`src/xbar_pkg.sv`:
```
`default_nettype none

package xbar_pkg;

    localparam int DATA_W        = 16;
    localparam int ADDR_W        = 6;
    localparam int NUM_PORTS     = 5;
    localparam int SPINE_SEL_LSB = 2;

    typedef logic [DATA_W-1:0] data_t;
    typedef logic [ADDR_W-1:0] addr_t;

    // Port code doubles as current_grant and is the slot index plus one
    typedef enum logic [2:0] {
        PORT_NONE   = 3'd0,
        PORT_GPU    = 3'd1,
        PORT_SPINE1 = 3'd2,
        PORT_SPINE2 = 3'd3,
        PORT_SPINE3 = 3'd4,
        PORT_SPINE4 = 3'd5
    } port_e;

    typedef enum logic [1:0] {
        ST_IDLE = 2'd0,
        ST_LOAD = 2'd1,
        ST_SEND = 2'd2
    } xbar_state_e;

    typedef enum logic [1:0] {
        DIR_NONE = 2'd0,
        DIR_DOWN = 2'd1,
        DIR_UP   = 2'd2
    } dir_e;

    // Unknown spine select values fall back to spine 1
    function automatic port_e dest_to_port(addr_t addr);
        logic [ADDR_W-SPINE_SEL_LSB-1:0] sel;
        sel = addr[ADDR_W-1:SPINE_SEL_LSB];
        case (sel)
            'd1:     return PORT_SPINE1;
            'd2:     return PORT_SPINE2;
            'd3:     return PORT_SPINE3;
            'd4:     return PORT_SPINE4;
            default: return PORT_SPINE1;
        endcase
    endfunction

endpackage

`default_nettype wire
```
`src/xbar_egress_if.sv`:
```
`timescale 1ns/10ps
`default_nettype none

interface xbar_egress_if;

    logic            load;
    xbar_pkg::port_e src;
    xbar_pkg::port_e dst;
    logic            done;

    modport sequencer (
        output load,
        output src,
        output dst,
        input  done
    );

    modport datapath (
        input  load,
        input  src,
        input  dst,
        output done
    );

endinterface

`default_nettype wire

```
`src/xbar_req_if.sv`:
```
`timescale 1ns/10ps
`default_nettype none

interface xbar_req_if;

    // Slot 0 is the GPU and slots 1 to 4 are the spines
    logic [xbar_pkg::NUM_PORTS-1:0]                 pending;
    xbar_pkg::data_t [xbar_pkg::NUM_PORTS-1:0]      payload;
    xbar_pkg::addr_t                                gpu_dest;
    logic [xbar_pkg::NUM_PORTS-1:0]                 take;

    modport slots (
        output pending,
        output payload,
        output gpu_dest,
        input  take
    );

    modport arbiter (
        input  pending,
        input  gpu_dest,
        output take
    );

    modport datapath (
        input  payload
    );

endinterface

`default_nettype wire

```
`src/spine_crossbar.sv`:
```
`timescale 1ns/10ps
`default_nettype none

module spine_crossbar (
    input  logic              clk,
    input  logic              reset,
    input  logic              arb_enable,

    // GPU port
    input  xbar_pkg::data_t   gpu_in_data,
    input  logic              gpu_in_valid,
    output logic              gpu_in_ready,
    input  xbar_pkg::addr_t   gpu_dest_addr,
    output xbar_pkg::data_t   gpu_out_data,
    output logic              gpu_out_valid,
    input  logic              gpu_out_ready,

    // Spine ports
    input  xbar_pkg::data_t   spine1_out_data,
    input  logic              spine1_out_valid,
    output logic              spine1_out_ready,
    output xbar_pkg::data_t   spine1_in_data,
    output logic              spine1_in_valid,
    input  logic              spine1_in_ready,

    input  xbar_pkg::data_t   spine2_out_data,
    input  logic              spine2_out_valid,
    output logic              spine2_out_ready,
    output xbar_pkg::data_t   spine2_in_data,
    output logic              spine2_in_valid,
    input  logic              spine2_in_ready,

    input  xbar_pkg::data_t   spine3_out_data,
    input  logic              spine3_out_valid,
    output logic              spine3_out_ready,
    output xbar_pkg::data_t   spine3_in_data,
    output logic              spine3_in_valid,
    input  logic              spine3_in_ready,

    input  xbar_pkg::data_t   spine4_out_data,
    input  logic              spine4_out_valid,
    output logic              spine4_out_ready,
    output xbar_pkg::data_t   spine4_in_data,
    output logic              spine4_in_valid,
    input  logic              spine4_in_ready,

    // Status
    output logic              busy,
    output xbar_pkg::port_e   current_grant,
    output xbar_pkg::dir_e    direction
);

    xbar_pkg::data_t [3:0] spine_out_data;
    logic [3:0]            spine_out_valid;
    logic [3:0]            spine_out_ready;
    xbar_pkg::data_t [3:0] spine_in_data;
    logic [3:0]            spine_in_valid;
    logic [3:0]            spine_in_ready;
    logic [2:0]            ptr;
    logic                  step;

    // Spine 1 sits at vector index 0
    assign spine_out_data  = {spine4_out_data, spine3_out_data,
                              spine2_out_data, spine1_out_data};
    assign spine_out_valid = {spine4_out_valid, spine3_out_valid,
                              spine2_out_valid, spine1_out_valid};
    assign spine_in_ready  = {spine4_in_ready, spine3_in_ready,
                              spine2_in_ready, spine1_in_ready};

    assign {spine4_out_ready, spine3_out_ready,
            spine2_out_ready, spine1_out_ready} = spine_out_ready;
    assign {spine4_in_data, spine3_in_data,
            spine2_in_data, spine1_in_data}     = spine_in_data;
    assign {spine4_in_valid, spine3_in_valid,
            spine2_in_valid, spine1_in_valid}   = spine_in_valid;

    xbar_req_if    u_req_if ();
    xbar_egress_if u_egr_if ();

    ingress_slots u_ingress_slots (
        .clk             (clk),
        .reset           (reset),
        .gpu_in_data     (gpu_in_data),
        .gpu_in_valid    (gpu_in_valid),
        .gpu_dest_addr   (gpu_dest_addr),
        .gpu_in_ready    (gpu_in_ready),
        .spine_out_data  (spine_out_data),
        .spine_out_valid (spine_out_valid),
        .spine_out_ready (spine_out_ready),
        .req             (u_req_if)
    );

    rr_pointer u_rr_pointer (
        .clk   (clk),
        .reset (reset),
        .step  (step),
        .ptr   (ptr)
    );

    crossbar_fsm u_crossbar_fsm (
        .clk           (clk),
        .reset         (reset),
        .arb_enable    (arb_enable),
        .req           (u_req_if),
        .egr           (u_egr_if),
        .ptr           (ptr),
        .step          (step),
        .busy          (busy),
        .current_grant (current_grant),
        .direction     (direction)
    );

    egress_stage u_egress_stage (
        .clk            (clk),
        .reset          (reset),
        .req            (u_req_if),
        .egr            (u_egr_if),
        .gpu_out_data   (gpu_out_data),
        .gpu_out_valid  (gpu_out_valid),
        .gpu_out_ready  (gpu_out_ready),
        .spine_in_data  (spine_in_data),
        .spine_in_valid (spine_in_valid),
        .spine_in_ready (spine_in_ready)
    );

endmodule

`default_nettype wire

```
`src/egress_stage.sv`:
```
`timescale 1ns/10ps
`default_nettype none

module egress_stage (
    input  logic                  clk,
    input  logic                  reset,

    xbar_req_if.datapath          req,
    xbar_egress_if.datapath       egr,

    output xbar_pkg::data_t       gpu_out_data,
    output logic                  gpu_out_valid,
    input  logic                  gpu_out_ready,

    output xbar_pkg::data_t [3:0] spine_in_data,
    output logic [3:0]            spine_in_valid,
    input  logic [3:0]            spine_in_ready
);

    xbar_pkg::data_t                           src_word;
    xbar_pkg::data_t                           xfer_data;
    logic                                      load_d;
    logic [xbar_pkg::NUM_PORTS-1:0]            dst_hot;
    logic [xbar_pkg::NUM_PORTS-1:0]            out_ready;
    logic [xbar_pkg::NUM_PORTS-1:0]            out_valid_q;
    xbar_pkg::data_t [xbar_pkg::NUM_PORTS-1:0] out_data_q;

    assign out_ready = {spine_in_ready, gpu_out_ready};

    // Source mux and destination decode
    always_comb begin
        src_word = '0;
        dst_hot  = '0;
        for (int i = 0; i < xbar_pkg::NUM_PORTS; i++) begin
            if (egr.src == xbar_pkg::port_e'(3'(i + 1))) begin
                src_word = req.payload[i];
            end
            dst_hot[i] = (egr.dst == xbar_pkg::port_e'(3'(i + 1)));
        end
    end

    // ====================
    // Output handshakes
    // ====================
    always_ff @(posedge clk or posedge reset) begin
        if (reset) begin
            load_d      <= 1'b0;
            out_valid_q <= '0;
        end else begin
            load_d <= egr.load;
            for (int i = 0; i < xbar_pkg::NUM_PORTS; i++) begin
                if (load_d && dst_hot[i]) begin
                    out_valid_q[i] <= 1'b1;
                end else if (out_ready[i]) begin
                    out_valid_q[i] <= 1'b0;
                end
            end
        end
    end

    // Data held stable until the port accepts it
    always_ff @(posedge clk) begin
        if (egr.load) begin
            xfer_data <= src_word;
        end
        for (int i = 0; i < xbar_pkg::NUM_PORTS; i++) begin
            if (load_d && dst_hot[i]) begin
                out_data_q[i] <= xfer_data;
            end
        end
    end

    assign egr.done = |(out_valid_q & out_ready & dst_hot);

    assign gpu_out_data   = out_data_q[0];
    assign gpu_out_valid  = out_valid_q[0];
    assign spine_in_data  = out_data_q[4:1];
    assign spine_in_valid = out_valid_q[4:1];

endmodule

`default_nettype wire

```
`src/crossbar_fsm.sv`:
```
`timescale 1ns/10ps
`default_nettype none

module crossbar_fsm (
    input  logic                 clk,
    input  logic                 reset,
    input  logic                 arb_enable,

    xbar_req_if.arbiter          req,
    xbar_egress_if.sequencer     egr,

    input  logic [2:0]           ptr,
    output logic                 step,

    output logic                 busy,
    output xbar_pkg::port_e      current_grant,
    output xbar_pkg::dir_e       direction
);

    xbar_pkg::xbar_state_e state_q;
    xbar_pkg::xbar_state_e state_d;
    xbar_pkg::port_e       src_q;
    xbar_pkg::port_e       dst_q;
    xbar_pkg::port_e       sel_src;
    xbar_pkg::port_e       sel_dst;
    logic [2:0]            start;
    logic [3:0]            idx;
    logic [2:0]            sel_idx;
    logic                  found;
    logic                  grant;

    // ====================
    // Arbitration
    // ====================
    // Fixed priority is a search that always starts at slot 0
    always_comb begin
        found   = 1'b0;
        sel_idx = 3'd0;
        start   = arb_enable ? ptr : 3'd0;
        for (int k = 0; k < xbar_pkg::NUM_PORTS; k++) begin
            idx = {1'b0, start} + 4'(k);
            if (idx >= 4'(xbar_pkg::NUM_PORTS)) begin
                idx = idx - 4'(xbar_pkg::NUM_PORTS);
            end
            if (!found && req.pending[idx[2:0]]) begin
                found   = 1'b1;
                sel_idx = idx[2:0];
            end
        end
    end

    assign grant   = (state_q == xbar_pkg::ST_IDLE) && found;
    assign sel_src = xbar_pkg::port_e'(sel_idx + 3'd1);
    assign sel_dst = (sel_idx == 3'd0) ? xbar_pkg::dest_to_port(req.gpu_dest)
                                       : xbar_pkg::PORT_GPU;

    assign req.take = grant ? (5'd1 << sel_idx) : '0;

    // ====================
    // Sequencing
    // ====================
    always_comb begin
        state_d = state_q;
        case (state_q)
            xbar_pkg::ST_IDLE: begin
                if (found) begin
                    state_d = xbar_pkg::ST_LOAD;
                end
            end
            xbar_pkg::ST_LOAD: state_d = xbar_pkg::ST_SEND;
            xbar_pkg::ST_SEND: begin
                if (egr.done) begin
                    state_d = xbar_pkg::ST_IDLE;
                end
            end
            default: state_d = xbar_pkg::ST_IDLE;
        endcase
    end

    always_ff @(posedge clk or posedge reset) begin
        if (reset) begin
            state_q <= xbar_pkg::ST_IDLE;
            src_q   <= xbar_pkg::PORT_NONE;
            dst_q   <= xbar_pkg::PORT_NONE;
        end else begin
            state_q <= state_d;
            if (grant) begin
                src_q <= sel_src;
                dst_q <= sel_dst;
            end
        end
    end

    assign egr.load = (state_q == xbar_pkg::ST_LOAD);
    assign egr.src  = src_q;
    assign egr.dst  = dst_q;

    // Pointer moves once per finished transfer
    assign step = (state_q == xbar_pkg::ST_SEND) && egr.done && arb_enable;

    // Status
    assign busy          = (state_q != xbar_pkg::ST_IDLE);
    assign current_grant = src_q;
    assign direction     = !busy ? xbar_pkg::DIR_NONE :
                           (src_q == xbar_pkg::PORT_GPU) ? xbar_pkg::DIR_DOWN
                                                         : xbar_pkg::DIR_UP;

endmodule

`default_nettype wire

```
`src/rr_pointer.sv`:
```
`timescale 1ns/10ps
`default_nettype none

module rr_pointer (
    input  logic       clk,
    input  logic       reset,
    input  logic       step,
    output logic [2:0] ptr
);

    logic [2:0] ptr_q;

    // Start slot for the next round-robin search
    always_ff @(posedge clk or posedge reset) begin
        if (reset) begin
            ptr_q <= 3'd0;
        end else if (step) begin
            if (ptr_q == 3'(xbar_pkg::NUM_PORTS - 1)) begin
                ptr_q <= 3'd0;
            end else begin
                ptr_q <= ptr_q + 3'd1;
            end
        end
    end

    assign ptr = ptr_q;

endmodule

`default_nettype wire

```
`src/ingress_slots.sv`:
```
`timescale 1ns/10ps
`default_nettype none

module ingress_slots (
    input  logic                  clk,
    input  logic                  reset,

    input  xbar_pkg::data_t       gpu_in_data,
    input  logic                  gpu_in_valid,
    input  xbar_pkg::addr_t       gpu_dest_addr,
    output logic                  gpu_in_ready,

    input  xbar_pkg::data_t [3:0] spine_out_data,
    input  logic [3:0]            spine_out_valid,
    output logic [3:0]            spine_out_ready,

    xbar_req_if.slots             req
);

    logic [xbar_pkg::NUM_PORTS-1:0]            in_valid;
    xbar_pkg::data_t [xbar_pkg::NUM_PORTS-1:0] in_data;
    logic [xbar_pkg::NUM_PORTS-1:0]            pending_q;
    logic [xbar_pkg::NUM_PORTS-1:0]            accept;
    xbar_pkg::data_t [xbar_pkg::NUM_PORTS-1:0] data_q;
    xbar_pkg::addr_t                           gpu_dest_q;

    assign in_valid = {spine_out_valid, gpu_in_valid};
    assign in_data  = {spine_out_data, gpu_in_data};

    // Ready while the slot is empty
    assign gpu_in_ready    = ~pending_q[0];
    assign spine_out_ready = ~pending_q[4:1];
    assign accept          = in_valid & ~pending_q;

    // ====================
    // Slot occupancy
    // ====================
    always_ff @(posedge clk or posedge reset) begin
        if (reset) begin
            pending_q <= '0;
        end else begin
            for (int i = 0; i < xbar_pkg::NUM_PORTS; i++) begin
                if (req.take[i]) begin
                    pending_q[i] <= 1'b0;
                end else if (accept[i]) begin
                    pending_q[i] <= 1'b1;
                end
            end
        end
    end

    // Slot contents
    always_ff @(posedge clk) begin
        for (int i = 0; i < xbar_pkg::NUM_PORTS; i++) begin
            if (accept[i]) begin
                data_q[i] <= in_data[i];
            end
        end
        if (accept[0]) begin
            gpu_dest_q <= gpu_dest_addr;
        end
    end

    assign req.pending  = pending_q;
    assign req.payload  = data_q;
    assign req.gpu_dest = gpu_dest_q;

endmodule

`default_nettype wire

```
`config.mk`:
```
export PLATFORM = sky130hd
export DESIGN_NAME = spine_crossbar
export DESIGN_NICKNAME = d
export VERILOG_FILES = /design/src/xbar_pkg.sv /design/src/xbar_egress_if.sv /design/src/xbar_req_if.sv /design/src/spine_crossbar.sv /design/src/egress_stage.sv /design/src/crossbar_fsm.sv /design/src/rr_pointer.sv /design/src/ingress_slots.sv
export SDC_FILE = /design/constraint.sdc
export NUM_CORES = 1
export LEC_CHECK = 0
export BUFFER_PORTS_ARGS = -buffer_cell sky130_fd_sc_hd__buf_2
export CORE_ASPECT_RATIO = 0.6
export CORE_UTILIZATION = 50
export DETAILED_ROUTE_END_ITERATION = 12
export GPL_ROUTABILITY_DRIVEN = 1
export PLACE_DENSITY = 0.75
export RECOVER_POWER = 50
export SLEW_MARGIN = 25
export SYNTH_ARGS = -nofsm -noshare
export SYNTH_HDL_FRONTEND = slang
export SYNTH_SLANG_ARGS = --single-unit
```
`constraint.sdc`:
```
create_clock -name clk -period 5.02 [get_ports clk]
set_clock_uncertainty 0.1 [all_clocks]
set_input_delay 1.004 -clock clk [delete_from_list [all_inputs] [get_ports clk]]
set_output_delay 1.004 -clock clk [all_outputs]
set_load 0.02 [all_outputs]
```
==> out/metrics.cfg <==
[cts]
insertion_delay_ns = 0.49
cts-buffers-inserted = 19
cts_repair_resize_count = 0
max-clock-path-buffers = 3
h-tree-depth = 1
cts.sinks = 202
cts_setup_buffers = 0
clockRootBuffer = sky130_fd_sc_hd__clkbuf_16
clk_pin_slew_worst_paths_ns = 0.06
cts_tree = done
post_cts_hold_buffer_count = 0

[critical_path]
critical_path_required_ns = 5.34
timing.critical_path.slowest_cell_delay_ns = 0.48
worst_setup_path_end_kind = register
cp_cell_sequence = buf_2 > and2_1 > buf_4 > ha_1 > nand2b_1 > and2_1 > o21ai_0 > nand3_1 > a221oi_2 > mux2i_1 > o2bb2ai_1 > o41a_1 > ha_1 > nand2_1 > nor4bb_2 > a22o_1
worst-endpoint-arrival_ns = 4.84
cp.buffers_inverters = 2
cp_slowest_cell = sky130_fd_sc_hd__a221oi_2
crit_type = input port to register
critPathLaunchType = input port
worst_path_dominant_cell_family = simple AND/OR/NAND/NOR gates
critPathMaxFanout = 8

[synth]
ys_async_sr_fraction_pct = 10.9
synth_enable_flop_cells = 180
synth_cells = 550
yosysUniqueCellTypes = 77
synth_flop_cell = sky130_fd_sc_hd__edfxtp_1
synth.most_common_cell = sky130_fd_sc_hd__edfxtp_1
synth_sequential_area_ratio_pct = 70.3
complex_gate_fraction_of_the_synthesized_area_pct = 11.9
yosys_warnings = 0
syn_avg_cell_area_um2 = 15.4
mappedNetlistArea_mm2 = 0.00847
synth_top_family_by_area = compound AO/OA/AOI/OAI gates
synth_area_in_simple_gates_pct = 6.86
synth_area_in_xor_xnor_pct = 0.207
synth.mux.area_fraction_pct = 5.22
synth_nets = 665
yosysTopAreaCell = sky130_fd_sc_hd__edfxtp_1
ys_ff_latch = 202
synth.top_cell.area_share_pct = 63.8
synth_adder_area_share_pct = 2.36
ys_top_cells_by_count = sky130_fd_sc_hd__edfxtp_1, sky130_fd_sc_hd__nand2_1, sky130_fd_sc_hd__dfrtp_1, sky130_fd_sc_hd__mux2i_1, sky130_fd_sc_hd__inv_1
synth_top_cells_by_area = sky130_fd_sc_hd__edfxtp_1, sky130_fd_sc_hd__dfrtp_1, sky130_fd_sc_hd__mux2i_1

[die]
ios = 195
die_area_mm2 = 0.0175
core_area_mm2 = 0.0164
die_height_um = 103
rows = 36
die_w_um = 170
floorplan.initialDensity_pct = 51.6

[timing]
timing.hold.ws_ns = 0.408
totalNegativeSetupSlack_ns = 0
slew_of_the_pin_with_the_lowest_slew_margin_ns = 1.40
maxClockFrequency_ghz = 0.221
finalCriticalPeriod_ns = 4.52
final-setup-viol-count = 0
finalHoldViolations = 0
timing.max_slew.rel_slack_pct = 6.66
unrepaired_setup_endpoints_after_global_routing = no
finalCritPeriodShare_pct = 90.1
final_max_slew_viol_count = 0

[final_layout]
final_layout_size_suffix_gt1_share_pct = 37.1
final_core_util_pct = 63.7
final_nets = 894
antenna-diode-count = 0
synthToLayoutAreaGrowth_pct = 23.4
fillCellCount = 1220

[job]
maxCapViolCount = 0

[grt]
groute.usage.overall_pct = 23.8
globalRouteMet3Util_pct = 6.95
use_met2_pct = 33.5
largest_net_degree_at_the_start_of_global_routing = 35
grt_pass1_vias = 5375
globalRoute.busiestLayer = met1
overflow = 0
met1_usage_pct = 36.2
grt_first_pass_wirelength_mm = 30.6
grt_antenna_before_repair = 1

[detailed_routing]
drt_wl_total_mm = 20.9
drcViolationCount = 0
via_count = 5659
via_per_inst = 5.55
drtPass1Iterations = 6
drt_iter0_markers = 543
wl_per_cell_um = 20.5
route.antenna.remaining_nets = 0

[power_and_ir_drop]
cell_pwr_density_mw_per_mm2 = 312
static_leakage_nw = 4.06
power.ir.vdd_worst_mv = 0.223

[place]
dp.final_hpwl_mm = 15.5
finalWeightedCongestion = 0.954
io_buffer_count = 192

[status]
outcome = finished, final reports clean

[hold_path]
min-delay-path-class = register to register

-- sequential cells by signal (all words and copies together) (netlist names) --
| signal | count |
|---|---|
| u_crossbar_fsm.current_grant | 3 |
| u_crossbar_fsm.egr.dst | 3 |
| u_crossbar_fsm.state_q | 2 |
| u_egress_stage.gpu_out_data | 16 |
| u_egress_stage.load_d | 1 |
| u_egress_stage.out_valid_q | 5 |
| u_egress_stage.spine_in_data | 64 |
| u_egress_stage.xfer_data | 16 |
| u_ingress_slots.req.gpu_dest | 4 |
| u_ingress_slots.req.payload | 80 |
| u_ingress_slots.req.pending | 5 |
| u_rr_pointer.ptr | 3 |
-- routing by layer --
metal	wire length (µm)	part of all wire [%]
met5	13	0.062
met4	286	1.4
met3	2120	10
met2	8570	41
met1	9870	47
-- stage by stage --
step	setup WS, ns	total power, mW	instances	cell area [µm²]
final	0.497	3.26	1020	10500
after global routing	0.210	3.35	1020	10500
after CTS	0.600	3.28	1020	10500
after detailed placement	0.113	1.90	986	9880
after global placement	0.231	1.90	986	9880
after floorplan	0.508	1.86	550	8470
-- logic make-up after synthesis --
kind of cell / Yosys count
adder cells (fa/ha/maj): 16
AND/OR/NAND/NOR: 105
AO/OA/AOI/OAI: 132
flip-flops: 202
multiplexers: 41
buffers and inverters: 52
XOR/XNOR: 2
-- layout make-up --
class                           instances  area (µm²)  area share (%)
Clock buffer                           23         490            4.69
Clock inverter                         11         113            1.08
Inverter                               24        93.8           0.898
Multi-Input combinational cell        296        2250            21.6
Sequential cell                       202        5960            57.0
Tap cell                              228         285            2.73
Timing Repair Buffer                  236        1260            12.0
-- power by group --
| part | total (mW) | internal (mW) | switching, mW |
|---|---|---|---|
| clock | 1.39 | 0.805 | 0.588 |
| sequential | 1.82 | 1.82 | 0.000000000000000575 |
| combinational | 0.0502 | 0.0275 | 0.0227 |
| total | 3.26 | 2.65 | 0.611 |
-- worst paths after layout --
path,to,cells after the start,slack (ns),from
setup / recovery,u_crossbar_fsm.egr.dst[1],16,0.50,arb_enable
hold / removal,u_egress_stage.out_valid_q[4],1,0.41,u_egress_stage.out_valid_q[4]
setup reg to reg,u_crossbar_fsm.egr.dst[1],15,0.75,u_rr_pointer.ptr[1]
hold reg to reg,u_egress_stage.out_valid_q[4],1,0.41,u_egress_stage.out_valid_q[4]
max in group asynchronous,u_crossbar_fsm.current_grant[0],2,3.91,reset
min in group asynchronous,u_egress_stage.out_valid_q[3],2,0.48,reset
-- cell usage in the layout (no fill, tap or decap), drive strengths merged, types with 2 or more instances in the layout --
cell type,n
or2,5
a211o,2
a211oi,9
and2,4
nand2,26
mux2,19
a311oi,2
a221oi,3
o22a,3
ha,16
nor2b,10
edfxtp,180
or3,2
nand4,3
nor3b,2
a21oi,15
mux2i,22
a2111oi,2
bufinv,2
nor2,20
a31o,2
nand4b,2
a21o,9
clkbuf,40
o31ai,2
o21ai,15
dfrtp,22
buf,219
inv,23
o21bai,2
nand3,9
a31oi,8
nand2b,8
and3,7
nor3,5
o22ai,19
a22oi,16
o2bb2ai,2
o21a,4
clkinv,10
Power figures use the tool's default switching activity.
